==> src/common/frontend_pkg.sv <==
// Front end package
// Shared widths, exception codes, bus states and predictor defaults

`default_nettype none

package frontend_pkg;

  // -------------------------------------------------------------------
  // Widths
  // -------------------------------------------------------------------
  // Address width
  localparam int unsigned XLEN = 32;
  // Instruction word width
  localparam int unsigned ILEN = 32;

  // -------------------------------------------------------------------
  // Exception codes
  // -------------------------------------------------------------------
  // Values follow the RISC-V mcause numbering
  typedef enum logic [3:0] {
    EXC_INSTR_MISALIGNED   = 4'd0,
    EXC_INSTR_ACCESS_FAULT = 4'd1,
    // No fault, outside the mcause range used here
    EXC_NONE               = 4'hf
  } except_code_e;

  // Wishbone master states
  typedef enum logic {
    WB_IDLE,
    WB_WAIT
  } wb_state_e;

  // -------------------------------------------------------------------
  // Predictor and boot defaults
  // -------------------------------------------------------------------
  // Global history length
  localparam int unsigned DEF_HLEN = 4;
  // BTB index width
  localparam int unsigned DEF_BTB_BITS = 4;
  // Reset PC
  localparam logic [XLEN-1:0] BOOT_PC = '0;

endpackage

`default_nettype wire

==> src/bpu/bpu.sv <==
// Branch prediction unit
// Gshare two-bit counters and a direct-mapped BTB

`timescale 1ns/1ps
`default_nettype none

module bpu #(
  parameter int unsigned HLEN     = frontend_pkg::DEF_HLEN,
  parameter int unsigned BTB_BITS = frontend_pkg::DEF_BTB_BITS
) (
  input  logic                          clk_i,
  input  logic                          arst_n_i,
  input  logic                          flush_i,
  // Fetch PC
  input  logic [frontend_pkg::XLEN-1:0] pc_i,
  // Resolution from execute
  input  logic                          res_valid_i,
  input  logic [frontend_pkg::XLEN-1:0] res_pc_i,
  input  logic [frontend_pkg::XLEN-1:0] res_target_i,
  input  logic                          res_taken_i,
  // Prediction for pc_i
  output logic                          pred_taken_o,
  output logic [frontend_pkg::XLEN-1:0] pred_target_o
);

  import frontend_pkg::*;

  localparam int unsigned PHT_SIZE = 1 << HLEN;
  localparam int unsigned BTB_SIZE = 1 << BTB_BITS;
  localparam int unsigned TAG_W    = XLEN - BTB_BITS - 2;

  // Global history, newest outcome in bit 0
  logic [HLEN-1:0]     ghr_q;
  logic [1:0]          pht_q [PHT_SIZE];
  logic [BTB_SIZE-1:0] btb_valid_q;
  logic [TAG_W-1:0]    btb_tag_q [BTB_SIZE];
  logic [XLEN-1:0]     btb_target_q [BTB_SIZE];
  logic [HLEN-1:0]     pred_idx;
  logic [HLEN-1:0]     res_idx;
  logic [BTB_BITS-1:0] pred_btb_idx;
  logic [BTB_BITS-1:0] res_btb_idx;
  logic                btb_hit;

  // Gshare index
  assign pred_idx = pc_i[HLEN+1:2] ^ ghr_q;
  assign res_idx  = res_pc_i[HLEN+1:2] ^ ghr_q;

  assign pred_btb_idx = pc_i[BTB_BITS+1:2];
  assign res_btb_idx  = res_pc_i[BTB_BITS+1:2];

  // -------------------------------------------------------------------
  // Lookup
  // -------------------------------------------------------------------
  assign btb_hit = btb_valid_q[pred_btb_idx] &
                   (btb_tag_q[pred_btb_idx] == pc_i[XLEN-1:BTB_BITS+2]);

  // Taken only with a strong enough counter and a known target
  assign pred_taken_o  = pht_q[pred_idx][1] & btb_hit;
  assign pred_target_o = btb_target_q[pred_btb_idx];

  // -------------------------------------------------------------------
  // Update
  // -------------------------------------------------------------------
  always_ff @(posedge clk_i or negedge arst_n_i) begin
    if (!arst_n_i) begin
      ghr_q <= '0;
    end else if (flush_i) begin
      ghr_q <= '0;
    end else if (res_valid_i) begin
      ghr_q <= {ghr_q[HLEN-2:0], res_taken_i};
    end
  end

  // Counters start weakly not-taken and saturate
  always_ff @(posedge clk_i or negedge arst_n_i) begin
    if (!arst_n_i) begin
      for (int i = 0; i < PHT_SIZE; i++) begin
        pht_q[i] <= 2'b01;
      end
    end else if (res_valid_i) begin
      if (res_taken_i && pht_q[res_idx] != 2'b11) begin
        pht_q[res_idx] <= pht_q[res_idx] + 2'd1;
      end else if (!res_taken_i && pht_q[res_idx] != 2'b00) begin
        pht_q[res_idx] <= pht_q[res_idx] - 2'd1;
      end
    end
  end

  // Flush forgets every target
  always_ff @(posedge clk_i or negedge arst_n_i) begin
    if (!arst_n_i) begin
      btb_valid_q <= '0;
    end else if (flush_i) begin
      btb_valid_q <= '0;
    end else if (res_valid_i && res_taken_i) begin
      btb_valid_q[res_btb_idx] <= 1'b1;
    end
  end

  always_ff @(posedge clk_i) begin
    if (res_valid_i && res_taken_i) begin
      btb_tag_q[res_btb_idx]    <= res_pc_i[XLEN-1:BTB_BITS+2];
      btb_target_q[res_btb_idx] <= res_target_i;
    end
  end

endmodule

`default_nettype wire

==> src/fetch_stage/fetch_stage.sv <==
// Fetch stage
// Bus master, fetch unit and branch predictor with flush steering

`timescale 1ns/1ps
`default_nettype none

module fetch_stage #(
  parameter int unsigned HLEN     = frontend_pkg::DEF_HLEN,
  parameter int unsigned BTB_BITS = frontend_pkg::DEF_BTB_BITS
) (
  input  logic                          clk_i,
  input  logic                          arst_n_i,
  input  logic                          flush_i,
  // PC generator side
  input  logic [frontend_pkg::XLEN-1:0] pc_i,
  output logic                          fetch_ready_o,
  output logic                          next_taken_o,
  output logic [frontend_pkg::XLEN-1:0] next_target_o,
  // Wishbone classic master
  output logic [frontend_pkg::XLEN-1:0] wb_adr_o,
  output logic                          wb_cyc_o,
  output logic                          wb_stb_o,
  output logic                          wb_we_o,
  output logic [3:0]                    wb_sel_o,
  input  logic [frontend_pkg::ILEN-1:0] wb_dat_i,
  input  logic                          wb_ack_i,
  input  logic                          wb_err_i,
  // Toward decode
  input  logic                          issue_ready_i,
  output logic                          issue_valid_o,
  output logic [frontend_pkg::ILEN-1:0] instruction_o,
  output logic [frontend_pkg::XLEN-1:0] curr_pc_o,
  output logic                          pred_taken_o,
  output logic [frontend_pkg::XLEN-1:0] pred_target_o,
  output logic                          except_o,
  output frontend_pkg::except_code_e    except_code_o,
  // Branch resolution
  input  logic                          res_valid_i,
  input  logic [frontend_pkg::XLEN-1:0] res_pc_i,
  input  logic [frontend_pkg::XLEN-1:0] res_target_i,
  input  logic                          res_taken_i,
  input  logic                          res_mispredict_i
);

  import frontend_pkg::*;

  logic            mispredict;
  logic            flush_all;
  logic            bpu_flush;
  logic            read_req;
  logic            read_done;
  logic [ILEN-1:0] bus_instr;
  except_code_e    bus_exc;

  // Mispredict flushes fetch but keeps the trained predictor
  assign mispredict = res_valid_i & res_mispredict_i;
  assign flush_all  = flush_i | mispredict;
  assign bpu_flush  = flush_i & ~mispredict;

  // -------------------------------------------------------------------
  // Bus master
  // -------------------------------------------------------------------
  imem_wb_master u_imem_wb_master (
    .flush_i      (flush_all),
    .read_req_i   (read_req),
    .instr_o      (bus_instr),
    .except_code_o(bus_exc),
    .read_done_o  (read_done),
    .*
  );

  // -------------------------------------------------------------------
  // Fetch unit
  // -------------------------------------------------------------------
  ifu u_ifu (
    .flush_i      (flush_all),
    .pred_taken_i (next_taken_o),
    .pred_target_i(next_target_o),
    .instr_i      (bus_instr),
    .except_code_i(bus_exc),
    .read_done_i  (read_done),
    .read_req_o   (read_req),
    .*
  );

  // -------------------------------------------------------------------
  // Branch predictor
  // -------------------------------------------------------------------
  bpu #(
    .HLEN    (HLEN),
    .BTB_BITS(BTB_BITS)
  ) u_bpu (
    .flush_i      (bpu_flush),
    .pred_taken_o (next_taken_o),
    .pred_target_o(next_target_o),
    .*
  );

endmodule

`default_nettype wire

==> src/fetch_stage/ifu.sv <==
// Instruction fetch unit
// Request control and output register toward decode

`timescale 1ns/1ps
`default_nettype none

module ifu (
  input  logic                          clk_i,
  input  logic                          arst_n_i,
  input  logic                          flush_i,
  // PC and its prediction
  input  logic [frontend_pkg::XLEN-1:0] pc_i,
  input  logic                          pred_taken_i,
  input  logic [frontend_pkg::XLEN-1:0] pred_target_i,
  // Bus master
  input  logic [frontend_pkg::ILEN-1:0] instr_i,
  input  frontend_pkg::except_code_e    except_code_i,
  input  logic                          read_done_i,
  output logic                          read_req_o,
  output logic                          fetch_ready_o,
  // Toward decode
  input  logic                          issue_ready_i,
  output logic                          issue_valid_o,
  output logic [frontend_pkg::ILEN-1:0] instruction_o,
  output logic [frontend_pkg::XLEN-1:0] curr_pc_o,
  output logic                          pred_taken_o,
  output logic [frontend_pkg::XLEN-1:0] pred_target_o,
  output logic                          except_o,
  output frontend_pkg::except_code_e    except_code_o
);

  import frontend_pkg::*;

  // Control state
  logic            busy_q;
  logic            got_q;
  logic            discard_q;
  // PC and prediction of the word on the bus
  logic [XLEN-1:0] pend_pc_q;
  logic            pend_taken_q;
  logic [XLEN-1:0] pend_target_q;
  logic            room;
  logic            arrived;
  logic            load;

  // Register empty or handed to decode this cycle
  assign room    = ~issue_valid_o | issue_ready_i;
  // Fresh word from the bus, or one parked in the master
  assign arrived = (read_done_i & ~discard_q) | got_q;
  assign load    = arrived & room & ~flush_i;

  // New request once the bus frees and the register has room
  assign fetch_ready_o = ~flush_i & room & (~busy_q | read_done_i);
  assign read_req_o    = fetch_ready_o;

  // -------------------------------------------------------------------
  // Control
  // -------------------------------------------------------------------
  always_ff @(posedge clk_i or negedge arst_n_i) begin
    if (!arst_n_i) begin
      busy_q        <= 1'b0;
      got_q         <= 1'b0;
      discard_q     <= 1'b0;
      issue_valid_o <= 1'b0;
    end else begin
      if (read_req_o) begin
        busy_q <= 1'b1;
      end else if (read_done_i) begin
        busy_q <= 1'b0;
      end
      if (flush_i) begin
        issue_valid_o <= 1'b0;
        got_q         <= 1'b0;
        // Word still on the bus is dropped at its done
        discard_q     <= busy_q & ~read_done_i;
      end else begin
        if (load) begin
          issue_valid_o <= 1'b1;
        end else if (issue_ready_i) begin
          issue_valid_o <= 1'b0;
        end
        // Word waits in the master while decode stalls
        got_q <= arrived & ~room;
        if (read_done_i) begin
          discard_q <= 1'b0;
        end
      end
    end
  end

  // -------------------------------------------------------------------
  // Payload
  // -------------------------------------------------------------------
  always_ff @(posedge clk_i) begin
    if (read_req_o) begin
      pend_pc_q     <= pc_i;
      pend_taken_q  <= pred_taken_i;
      pend_target_q <= pred_target_i;
    end
    if (load) begin
      instruction_o <= instr_i;
      curr_pc_o     <= pend_pc_q;
      pred_taken_o  <= pend_taken_q;
      pred_target_o <= pend_target_q;
      except_code_o <= except_code_i;
    end
  end

  assign except_o = issue_valid_o & (except_code_o != EXC_NONE);

endmodule

`default_nettype wire

==> src/fetch_stage/imem_wb_master.sv <==
// Instruction memory Wishbone classic master
// One read per request, with access and alignment fault reporting

`timescale 1ns/1ps
`default_nettype none

module imem_wb_master (
  input  logic                          clk_i,
  input  logic                          arst_n_i,
  input  logic                          flush_i,
  // Request from the fetch unit
  input  logic [frontend_pkg::XLEN-1:0] pc_i,
  input  logic                          read_req_i,
  // Wishbone classic
  output logic [frontend_pkg::XLEN-1:0] wb_adr_o,
  output logic                          wb_cyc_o,
  output logic                          wb_stb_o,
  output logic                          wb_we_o,
  output logic [3:0]                    wb_sel_o,
  input  logic [frontend_pkg::ILEN-1:0] wb_dat_i,
  input  logic                          wb_ack_i,
  input  logic                          wb_err_i,
  // Result toward the fetch unit
  output logic [frontend_pkg::ILEN-1:0] instr_o,
  output frontend_pkg::except_code_e    except_code_o,
  output logic                          read_done_o
);

  import frontend_pkg::*;

  wb_state_e       state_q;
  logic            accept;
  logic            misaligned;
  logic            bus_end;
  // Pending alignment fault, reported one cycle after its request
  logic            mis_q;
  logic [XLEN-1:0] adr_q;
  // Last result, kept until the next one ends
  logic [ILEN-1:0] instr_q;
  except_code_e    exc_q;

  assign misaligned = |pc_i[1:0];
  assign bus_end    = (state_q == WB_WAIT) & (wb_ack_i | wb_err_i);
  // New request taken when idle or as the current cycle ends
  assign accept     = read_req_i & ~flush_i & ((state_q == WB_IDLE) | bus_end);

  always_ff @(posedge clk_i or negedge arst_n_i) begin
    if (!arst_n_i) begin
      state_q <= WB_IDLE;
      mis_q   <= 1'b0;
    end else begin
      mis_q <= accept & misaligned;
      // Misaligned PC never starts a bus cycle
      if (accept && !misaligned) begin
        state_q <= WB_WAIT;
      end else if (bus_end) begin
        state_q <= WB_IDLE;
      end
    end
  end

  always_ff @(posedge clk_i) begin
    if (accept) begin
      adr_q <= pc_i;
    end
    if (read_done_o) begin
      instr_q <= instr_o;
      exc_q   <= except_code_o;
    end
  end

  // Live bus data on ack or err, held copy otherwise
  always_comb begin
    instr_o       = instr_q;
    except_code_o = exc_q;
    if (bus_end) begin
      instr_o       = wb_dat_i;
      except_code_o = wb_err_i ? EXC_INSTR_ACCESS_FAULT : EXC_NONE;
    end else if (mis_q) begin
      except_code_o = EXC_INSTR_MISALIGNED;
    end
  end

  assign read_done_o = bus_end | mis_q;

  // Read only, full word
  assign wb_adr_o = adr_q;
  assign wb_cyc_o = (state_q == WB_WAIT);
  assign wb_stb_o = (state_q == WB_WAIT);
  assign wb_we_o  = 1'b0;
  assign wb_sel_o = 4'hf;

  wb_stb_cyc_a: assert property (@(posedge clk_i) disable iff (!arst_n_i)
    wb_stb_o |-> wb_cyc_o);

  // Strobe and address hold until the slave answers
  wb_stb_hold_a: assert property (@(posedge clk_i) disable iff (!arst_n_i)
    wb_stb_o && !wb_ack_i && !wb_err_i |=> wb_stb_o && $stable(wb_adr_o));

endmodule

`default_nettype wire

==> src/source/frontend_top.sv <==
// Instruction fetch front end
// PC generator plus fetch stage with Wishbone port and branch predictor

`timescale 1ns/1ps
`default_nettype none

module frontend_top #(
  parameter int unsigned                   HLEN     = frontend_pkg::DEF_HLEN,
  parameter int unsigned                   BTB_BITS = frontend_pkg::DEF_BTB_BITS,
  parameter logic [frontend_pkg::XLEN-1:0] BOOT_PC  = frontend_pkg::BOOT_PC
) (
  input  logic                          clk_i,
  input  logic                          arst_n_i,
  input  logic                          flush_i,
  // Wishbone classic master
  output logic [frontend_pkg::XLEN-1:0] wb_adr_o,
  output logic                          wb_cyc_o,
  output logic                          wb_stb_o,
  output logic                          wb_we_o,
  output logic [3:0]                    wb_sel_o,
  input  logic [frontend_pkg::ILEN-1:0] wb_dat_i,
  input  logic                          wb_ack_i,
  input  logic                          wb_err_i,
  // Toward decode
  input  logic                          issue_ready_i,
  output logic                          issue_valid_o,
  output logic [frontend_pkg::ILEN-1:0] instruction_o,
  output logic [frontend_pkg::XLEN-1:0] curr_pc_o,
  output logic                          pred_taken_o,
  output logic [frontend_pkg::XLEN-1:0] pred_target_o,
  // Fetch exceptions
  output logic                          except_o,
  output frontend_pkg::except_code_e    except_code_o,
  // Branch resolution from execute
  input  logic                          res_valid_i,
  input  logic [frontend_pkg::XLEN-1:0] res_pc_i,
  input  logic [frontend_pkg::XLEN-1:0] res_target_i,
  input  logic                          res_taken_i,
  input  logic                          res_mispredict_i
);

  import frontend_pkg::*;

  logic [XLEN-1:0] pc;
  logic            fetch_ready;
  logic            redirect;
  // Live prediction for the PC being fetched
  logic            next_taken;
  logic [XLEN-1:0] next_target;

  // Only a mispredicted branch moves the PC
  assign redirect = res_valid_i & res_mispredict_i;

  pc_gen #(
    .BOOT_PC(BOOT_PC)
  ) u_pc_gen (
    .clk_i        (clk_i),
    .arst_n_i     (arst_n_i),
    .redirect_i   (redirect),
    .redirect_pc_i(res_target_i),
    .advance_i    (fetch_ready),
    .pred_taken_i (next_taken),
    .pred_target_i(next_target),
    .pc_o         (pc)
  );

  // Remaining ports share names with the top level
  fetch_stage #(
    .HLEN    (HLEN),
    .BTB_BITS(BTB_BITS)
  ) u_fetch_stage (
    .pc_i         (pc),
    .fetch_ready_o(fetch_ready),
    .next_taken_o (next_taken),
    .next_target_o(next_target),
    .*
  );

endmodule

`default_nettype wire

==> src/source/pc_gen.sv <==
// Program counter generator
// Picks a redirect, a predicted target or the next sequential address

`timescale 1ns/1ps
`default_nettype none

module pc_gen #(
  parameter logic [frontend_pkg::XLEN-1:0] BOOT_PC = frontend_pkg::BOOT_PC
) (
  input  logic                          clk_i,
  input  logic                          arst_n_i,
  // Redirect from branch resolution
  input  logic                          redirect_i,
  input  logic [frontend_pkg::XLEN-1:0] redirect_pc_i,
  // Fetch acceptance and prediction for the current PC
  input  logic                          advance_i,
  input  logic                          pred_taken_i,
  input  logic [frontend_pkg::XLEN-1:0] pred_target_i,
  output logic [frontend_pkg::XLEN-1:0] pc_o
);

  import frontend_pkg::*;

  logic [XLEN-1:0] pc_q;
  logic [XLEN-1:0] pc_d;

  // Redirect wins over any prediction
  always_comb begin
    pc_d = pc_q;
    if (redirect_i) begin
      pc_d = redirect_pc_i;
    end else if (advance_i) begin
      // Follow the predictor for the PC just accepted
      pc_d = pred_taken_i ? pred_target_i : pc_q + XLEN'(4);
    end
  end

  always_ff @(posedge clk_i or negedge arst_n_i) begin
    if (!arst_n_i) begin
      pc_q <= BOOT_PC;
    end else begin
      pc_q <= pc_d;
    end
  end

  assign pc_o = pc_q;

  // PC held while fetch stalls and no redirect comes in
  pc_hold_a: assert property (@(posedge clk_i) disable iff (!arst_n_i)
    !advance_i && !redirect_i |=> $stable(pc_o));

endmodule

`default_nettype wire

==> config.mk <==
export PLATFORM = sky130hd
export DESIGN_NAME = frontend_top
export DESIGN_NICKNAME = d
export VERILOG_FILES = /design/src/common/frontend_pkg.sv /design/src/bpu/bpu.sv /design/src/fetch_stage/fetch_stage.sv /design/src/fetch_stage/ifu.sv /design/src/fetch_stage/imem_wb_master.sv /design/src/source/frontend_top.sv /design/src/source/pc_gen.sv
export SDC_FILE = /design/constraint.sdc
export NUM_CORES = 1
export LEC_CHECK = 0
export CORE_UTILIZATION = 57
export CTS_CLUSTER_SIZE = 24
export DETAILED_ROUTE_END_ITERATION = 12
export DONT_BUFFER_PORTS = 1
export PLACE_DENSITY_LB_ADDON = 0.08
export SLEW_MARGIN = 40
export SYNTH_ARGS = -nofsm -noshare
export SYNTH_HDL_FRONTEND = slang
export SYNTH_SLANG_ARGS = --single-unit
==> constraint.sdc <==
create_clock -name clk_i -period 5.4 [get_ports clk_i]
set_input_delay 1.62 -clock clk_i [delete_from_list [all_inputs] [get_ports clk_i]]
set_output_delay 1.62 -clock clk_i [all_outputs]
set_load 0.01 [all_outputs]
# Yosys cells after proc, flatten, opt, wreduce, memory -nomap -nowiden
# Memory sizes are Yosys's and may differ from the RTL's.
# Cells that the tools add are included.
# op_classes
n_lt_le_gt_ge,6
n_eq_ne,3
n_reduce_logical,19
n_mul,0
n_mux,38
bitwise,36
shift,0
n_div,0
addsub,3
# ops
cell,n
32-bit 2-to-1 mux,6
32-bit bitwise mux,2
"32-bit by 3-bit adder with 32-bit output, second input constant",1
16-bit 2-to-1 mux,2
26-bit == test,1
4-bit 2-to-1 mux,5
1-bit AND,16
2-bit binary-select mux with 4-bit select,2
16-bit bitwise OR,1
2-bit nonzero test,8
1-bit 2-to-1 mux,13
"5-bit >= comparator, second input constant",2
"4-bit by 5-bit less-than comparator with 1-bit output, second input constant",2
2-bit 2-to-1 mux,5
4-bit NOT with 5-bit output,2
2-bit demux with 4-bit select,1
1-bit NOT,8
4-bit bitwise XOR,2
1-bit bitwise OR,7
1-bit logical AND,6
"5-bit by 1-bit less-than comparator with 1-bit output, second input constant",1
1-bit binary-select mux with 4-bit select,1
1-bit demux with 4-bit select,1
"4-bit by 1-bit >= comparator with 1-bit output, second input constant",1
other kinds (8),9
# totals
ram_bits,928
reg_bits,324
mem_bits_ro,0
elab_cells,143
mem_count,2
latchBits,0
# memory_table
name,depth,word_bits,rd,rd_ports_with_merged_regs,wr,line,rtl
u_fetch_stage.u_bpu.btb_target_q,16,32,1,0,1,bpu.sv:37,logic [XLEN-1:0] btb_target_q [BTB_SIZE];
u_fetch_stage.u_bpu.btb_tag_q,16,26,1,0,1,bpu.sv:36,logic [TAG_W-1:0] btb_tag_q [BTB_SIZE];

# Longest topological paths before layout
# depth
depth_word,9
ltp_mapped,16
depth_no_buf,14

# Hierarchy
# Synthesis repeated with hierarchy kept, for this count alone.
# hier_totals
cells_unflattened,2318
area_unflattened_um2,48684.2
# modules_own_cells
module,seq_area_each_um2,area_per_inst_um2,cells_per_inst,instances
bpu,29188.0,38306.7,1691,1
ifu,5084.9,5191.2,185,1
imem_wb_master,2092.0,2777.7,133,1
pc_gen,800.8,2383.5,306,1
fetch_stage,0.0,18.8,2,1
frontend_top,0.0,6.3,1,1

# Worst setup path before layout
# Ideal clock, no wire load.
# synth_path
path_kind,input -> register
start,in res_valid_i
end,"reg u_fetch_stage.u_ifu.curr_pc_o[0] (netlist name), enable pin"
t_arrival_ns,6.595
path_buffers,1
required_ns,4.836
cell_stages,5
slack_ns,-1.758
path_cell_list,clkbuf_1 and2_1 nor2_1 o21ai_0 nor2_1
# synth_via
elab_chain_len,4
# synth_rtl
element,line,rtl
start: declaration,frontend_top.sv:35,"input logic res_valid_i,"
1-bit AND,fetch_stage.sv:56,assign mispredict = res_valid_i & res_mispredict_i;
1-bit bitwise OR,fetch_stage.sv:57,assign flush_all = flush_i | mispredict;
1-bit NOT,ifu.sv:50,assign load = arrived & room & ~flush_i;
1-bit AND,ifu.sv:50,
via u_fetch_stage.u_ifu.load,ifu.sv:44,logic load;
end signal: assignment,ifu.sv:102,curr_pc_o <= pend_pc_q;
end: declaration,ifu.sv:25,"output logic [frontend_pkg::XLEN-1:0] curr_pc_o,"
# The timed path passes the listed nets, and every way through them passes these cells.
# A chain may end at the register's enable or synchronous reset.

# Final worst setup path
# layout_path
start,reg u_pc_gen.pc_q[3] (netlist: u_pc_gen.pc_o[3])
end,reg u_pc_gen.pc_q[30] (netlist: u_pc_gen.pc_o[30])
# layout_via
elab_chain_len,9
# layout_rtl
element,line,rtl
start: declaration,pc_gen.sv:24,logic [XLEN-1:0] pc_q;
start signal: assignment,pc_gen.sv:42,pc_q <= pc_d;
"parallel branches: the longest is 6 deep, another holds memory read 16 x 26 bit",n/a,
32-bit 2-to-1 mux *,pc_gen.sv:34,pc_d = pred_taken_i ? pred_target_i : pc_q + XLEN'(4);
32-bit 2-to-1 mux *,pc_gen.sv:32,end else if (advance_i) begin
32-bit 2-to-1 mux *,pc_gen.sv:30,if (redirect_i) begin
# Every way passes the cells marked *. The select of a mux whose other input is x is not followed.

==> impl_metrics.ini <==
[placed_design]
dpl.hpwl_um = 75200
dpl_worst_slack_ns = 0.578
finalWeightedCongestion = 0.913
io_buffers = 0
place_inst = 3623

[clocking]
clk-insertion-delay-late_ns = 0.71
clk_pin_slew_ns = 0.06
cts_made_buffers = 121
cts_tree = done
htreeDepth = 3
cts_setup_buffers = 0
numClockSinks = 1252
post_cts_resized = 0
clock_path_buffers = 3
cts_hold_buf = 0
clockRootBuffer = clkbuf_16

[layout]
final_cells = 3852
fill_cells = 5838
largest-register = u_fetch_stage.u_bpu.btb_target_q
areaGrowthSynthToFinish_pct = 12.1
largest_reg_flops = 512
final_util = 0.646
regArea_sq_um = 37200
antenna_cells = 0
final_layout_size_suffix_gt1_frac = 0.230
mostFrequentLayoutCell = edfxtp_1
multi_input_area_sq_um = 11500
largestRegisters = u_fetch_stage.u_bpu.btb_target_q (512), u_fetch_stage.u_bpu.btb_tag_q (416)
nets = 2713
final_cell_mix = edfxtp_1 (1,162), mux4_2 (242), mux2i_1 (121), clkbuf_16 (121), nor2_1 (114)

[synthesis]
synth_edf_count = 1162
synthCells = 2517
synth_seq_cells = 1252
yosysWarnings = 0
synth_seq_area_share = 0.754
postSynthAreaPerCell_sq_um = 19.6
syn-cell-area_sq_um = 49300
synth-async-reset-ratio = 0.0719
synth_ff_type = edfxtp_1
synth_cell_types = 72

[critical_path]
crit_path_end_kind = flop
path_class = flop to flop
crit_family = multiplexers
crit_top_cell = buf_4
worst-path-max-fanout = 52
cpPeakStageDelay_ns = 0.74
crit_start = u_pc_gen.pc_o[3]
r2r_start = u_pc_gen.pc_o[3]
crit_chain = buf_12 -> mux4_2 -> mux2i_1 -> o32ai_1 -> o22ai_1 -> nand3_1 -> nor4b_1 -> buf_4 -> nand4_1 -> buf_4 -> o211a_1 -> o31ai_2
path_buf_inv = 3
cp.required_ns = 6.03
crit_arrival_ns = 5.01
cpMaxStageDelayCell = dfrtp_4
start_kind = flop

[global_routing]
grt_max_degree = 92
antenna_found_initial = 5
grt_overflow = 0
grt_pass1_vias = 25500
grt_usage = 0.287
grt_pass1_wl_um = 178000

[drt]
antenna_left = 0
first_pass_iters = 5
via_per_inst = 6.63
drt_iter0_drc = 2969
routedWlPerCell_um = 32.1
num_vias = 25500
drc_errors = 0
drt_wl_total_um = 124000

[die]
die_h_um = 296
die-area_sq_um = 87600
io_pins = 247
die_w_um = 296
initial_core_util = 0.577
coreArea_sq_um = 85400
num_rows = 107

[min_path]
worstHoldStart = u_fetch_stage.u_ifu.pend_pc_q[5]
hold_class = flop to flop

[run]
cap_violations = 0

[power_and_ir_drop]
power_leakage_uw = 0.0180
powerDensity_nw_per_um2 = 444
vdd_ir_drop_max_uv = 295

[timing]
holdWs_ns = 0.417
finClkSkew_ns = 0.0310
maxSlewHeadroom = 0.377
finalCritPeriodShare = 0.811
drv_slew = 0
max_freq_mhz = 228
rsz0062_at_grt = no
fin_ws_ns = 1.02
setup_viol = 0
fin_setup_tns_ns = 0
finalCriticalPeriod_ns = 4.38
worstMarginPinSlew_ns = 0.935
hold_viol = 0

[outcome]
outcome = finished clean
[synthesized netlist by cell type, types with 24 or more instances]
cell / n / area share
mux2i_1: 121 / 0.025
nand2_1: 73 / 0.0056
edfxtp_1: 1162 / 0.71
xnor2_1: 24 / 0.0043
o21ai_0: 45 / 0.0046
a22oi_1: 35 / 0.0053
clkbuf_1: 52 / 0.0040
mux4_2: 242 / 0.11
dfrtp_1: 74 / 0.038
nor2_1: 127 / 0.0097
nand3_1: 48 / 0.0049
mux2_2: 57 / 0.013
inv_1: 27 / 0.0021
a21oi_1: 42 / 0.0043
nor3_1: 27 / 0.0027
buf_2: 41 / 0.0042
[worst paths after layout]
kind,end,slack (ns),depth (start not counted)
min in group asynchronous,u_fetch_stage.u_bpu.ghr_q[1],0.62,0
min,u_fetch_stage.u_ifu.curr_pc_o[5],0.42,0
max in group asynchronous,async pin,4.55,0
min reg2reg,u_fetch_stage.u_ifu.curr_pc_o[5],0.42,0
max,u_pc_gen.pc_o[30],1.02,12
max reg2reg,u_pc_gen.pc_o[30],1.02,12
[layer usage]
metal  vias up  part of all wire  GRT usage
met2      1316              0.48      0.454
met3       235             0.095     0.0660
met5         -           0.00011          0
li1      10500                 -          -
met1     13500              0.40      0.402
met4         2             0.028     0.0895
[stage by stage]
step                      total power, uW  area, sq um
final                               24500        55200
after global placement              16200        51100
after CTS                           24600        55100
after floorplan                     14800        49300
after global routing                25300        55200
after detailed placement            16300        51100
[cell families (layout without fill, tap and decap cells)]
family / count (synthesis) / after routing / synth area share
flip-flops: 1252 / 1252 / 0.754
AND/OR/NAND/NOR: 398 / 398 / 0.0399
buffers and inverters: 168 / 356 / 0.0170
other: 2 / 5 / 0.000152
multiplexers: 420 / 420 / 0.148
AO/OA/AOI/OAI: 235 / 235 / 0.0327
adder cells (fa/ha/maj): 3 / 3 / 0.000762
XOR/XNOR: 39 / 39 / 0.00693
[layout make-up]
class,count,area share
flip-flops and latches,1252,0.673
multi-input cells,1100,0.208
clock buffers,163,0.0593
well taps,1144,0.0259
repair buffers,99,0.0184
clock inverters,63,0.0130
inverters,31,0.00218
[power by group]
group | internal, uW | switching [uW]
Clock | 4880 | 3530
Combinational | 1970 | 2480
Sequential | 11200 | 494
Power figures use the tool's default switching activity.
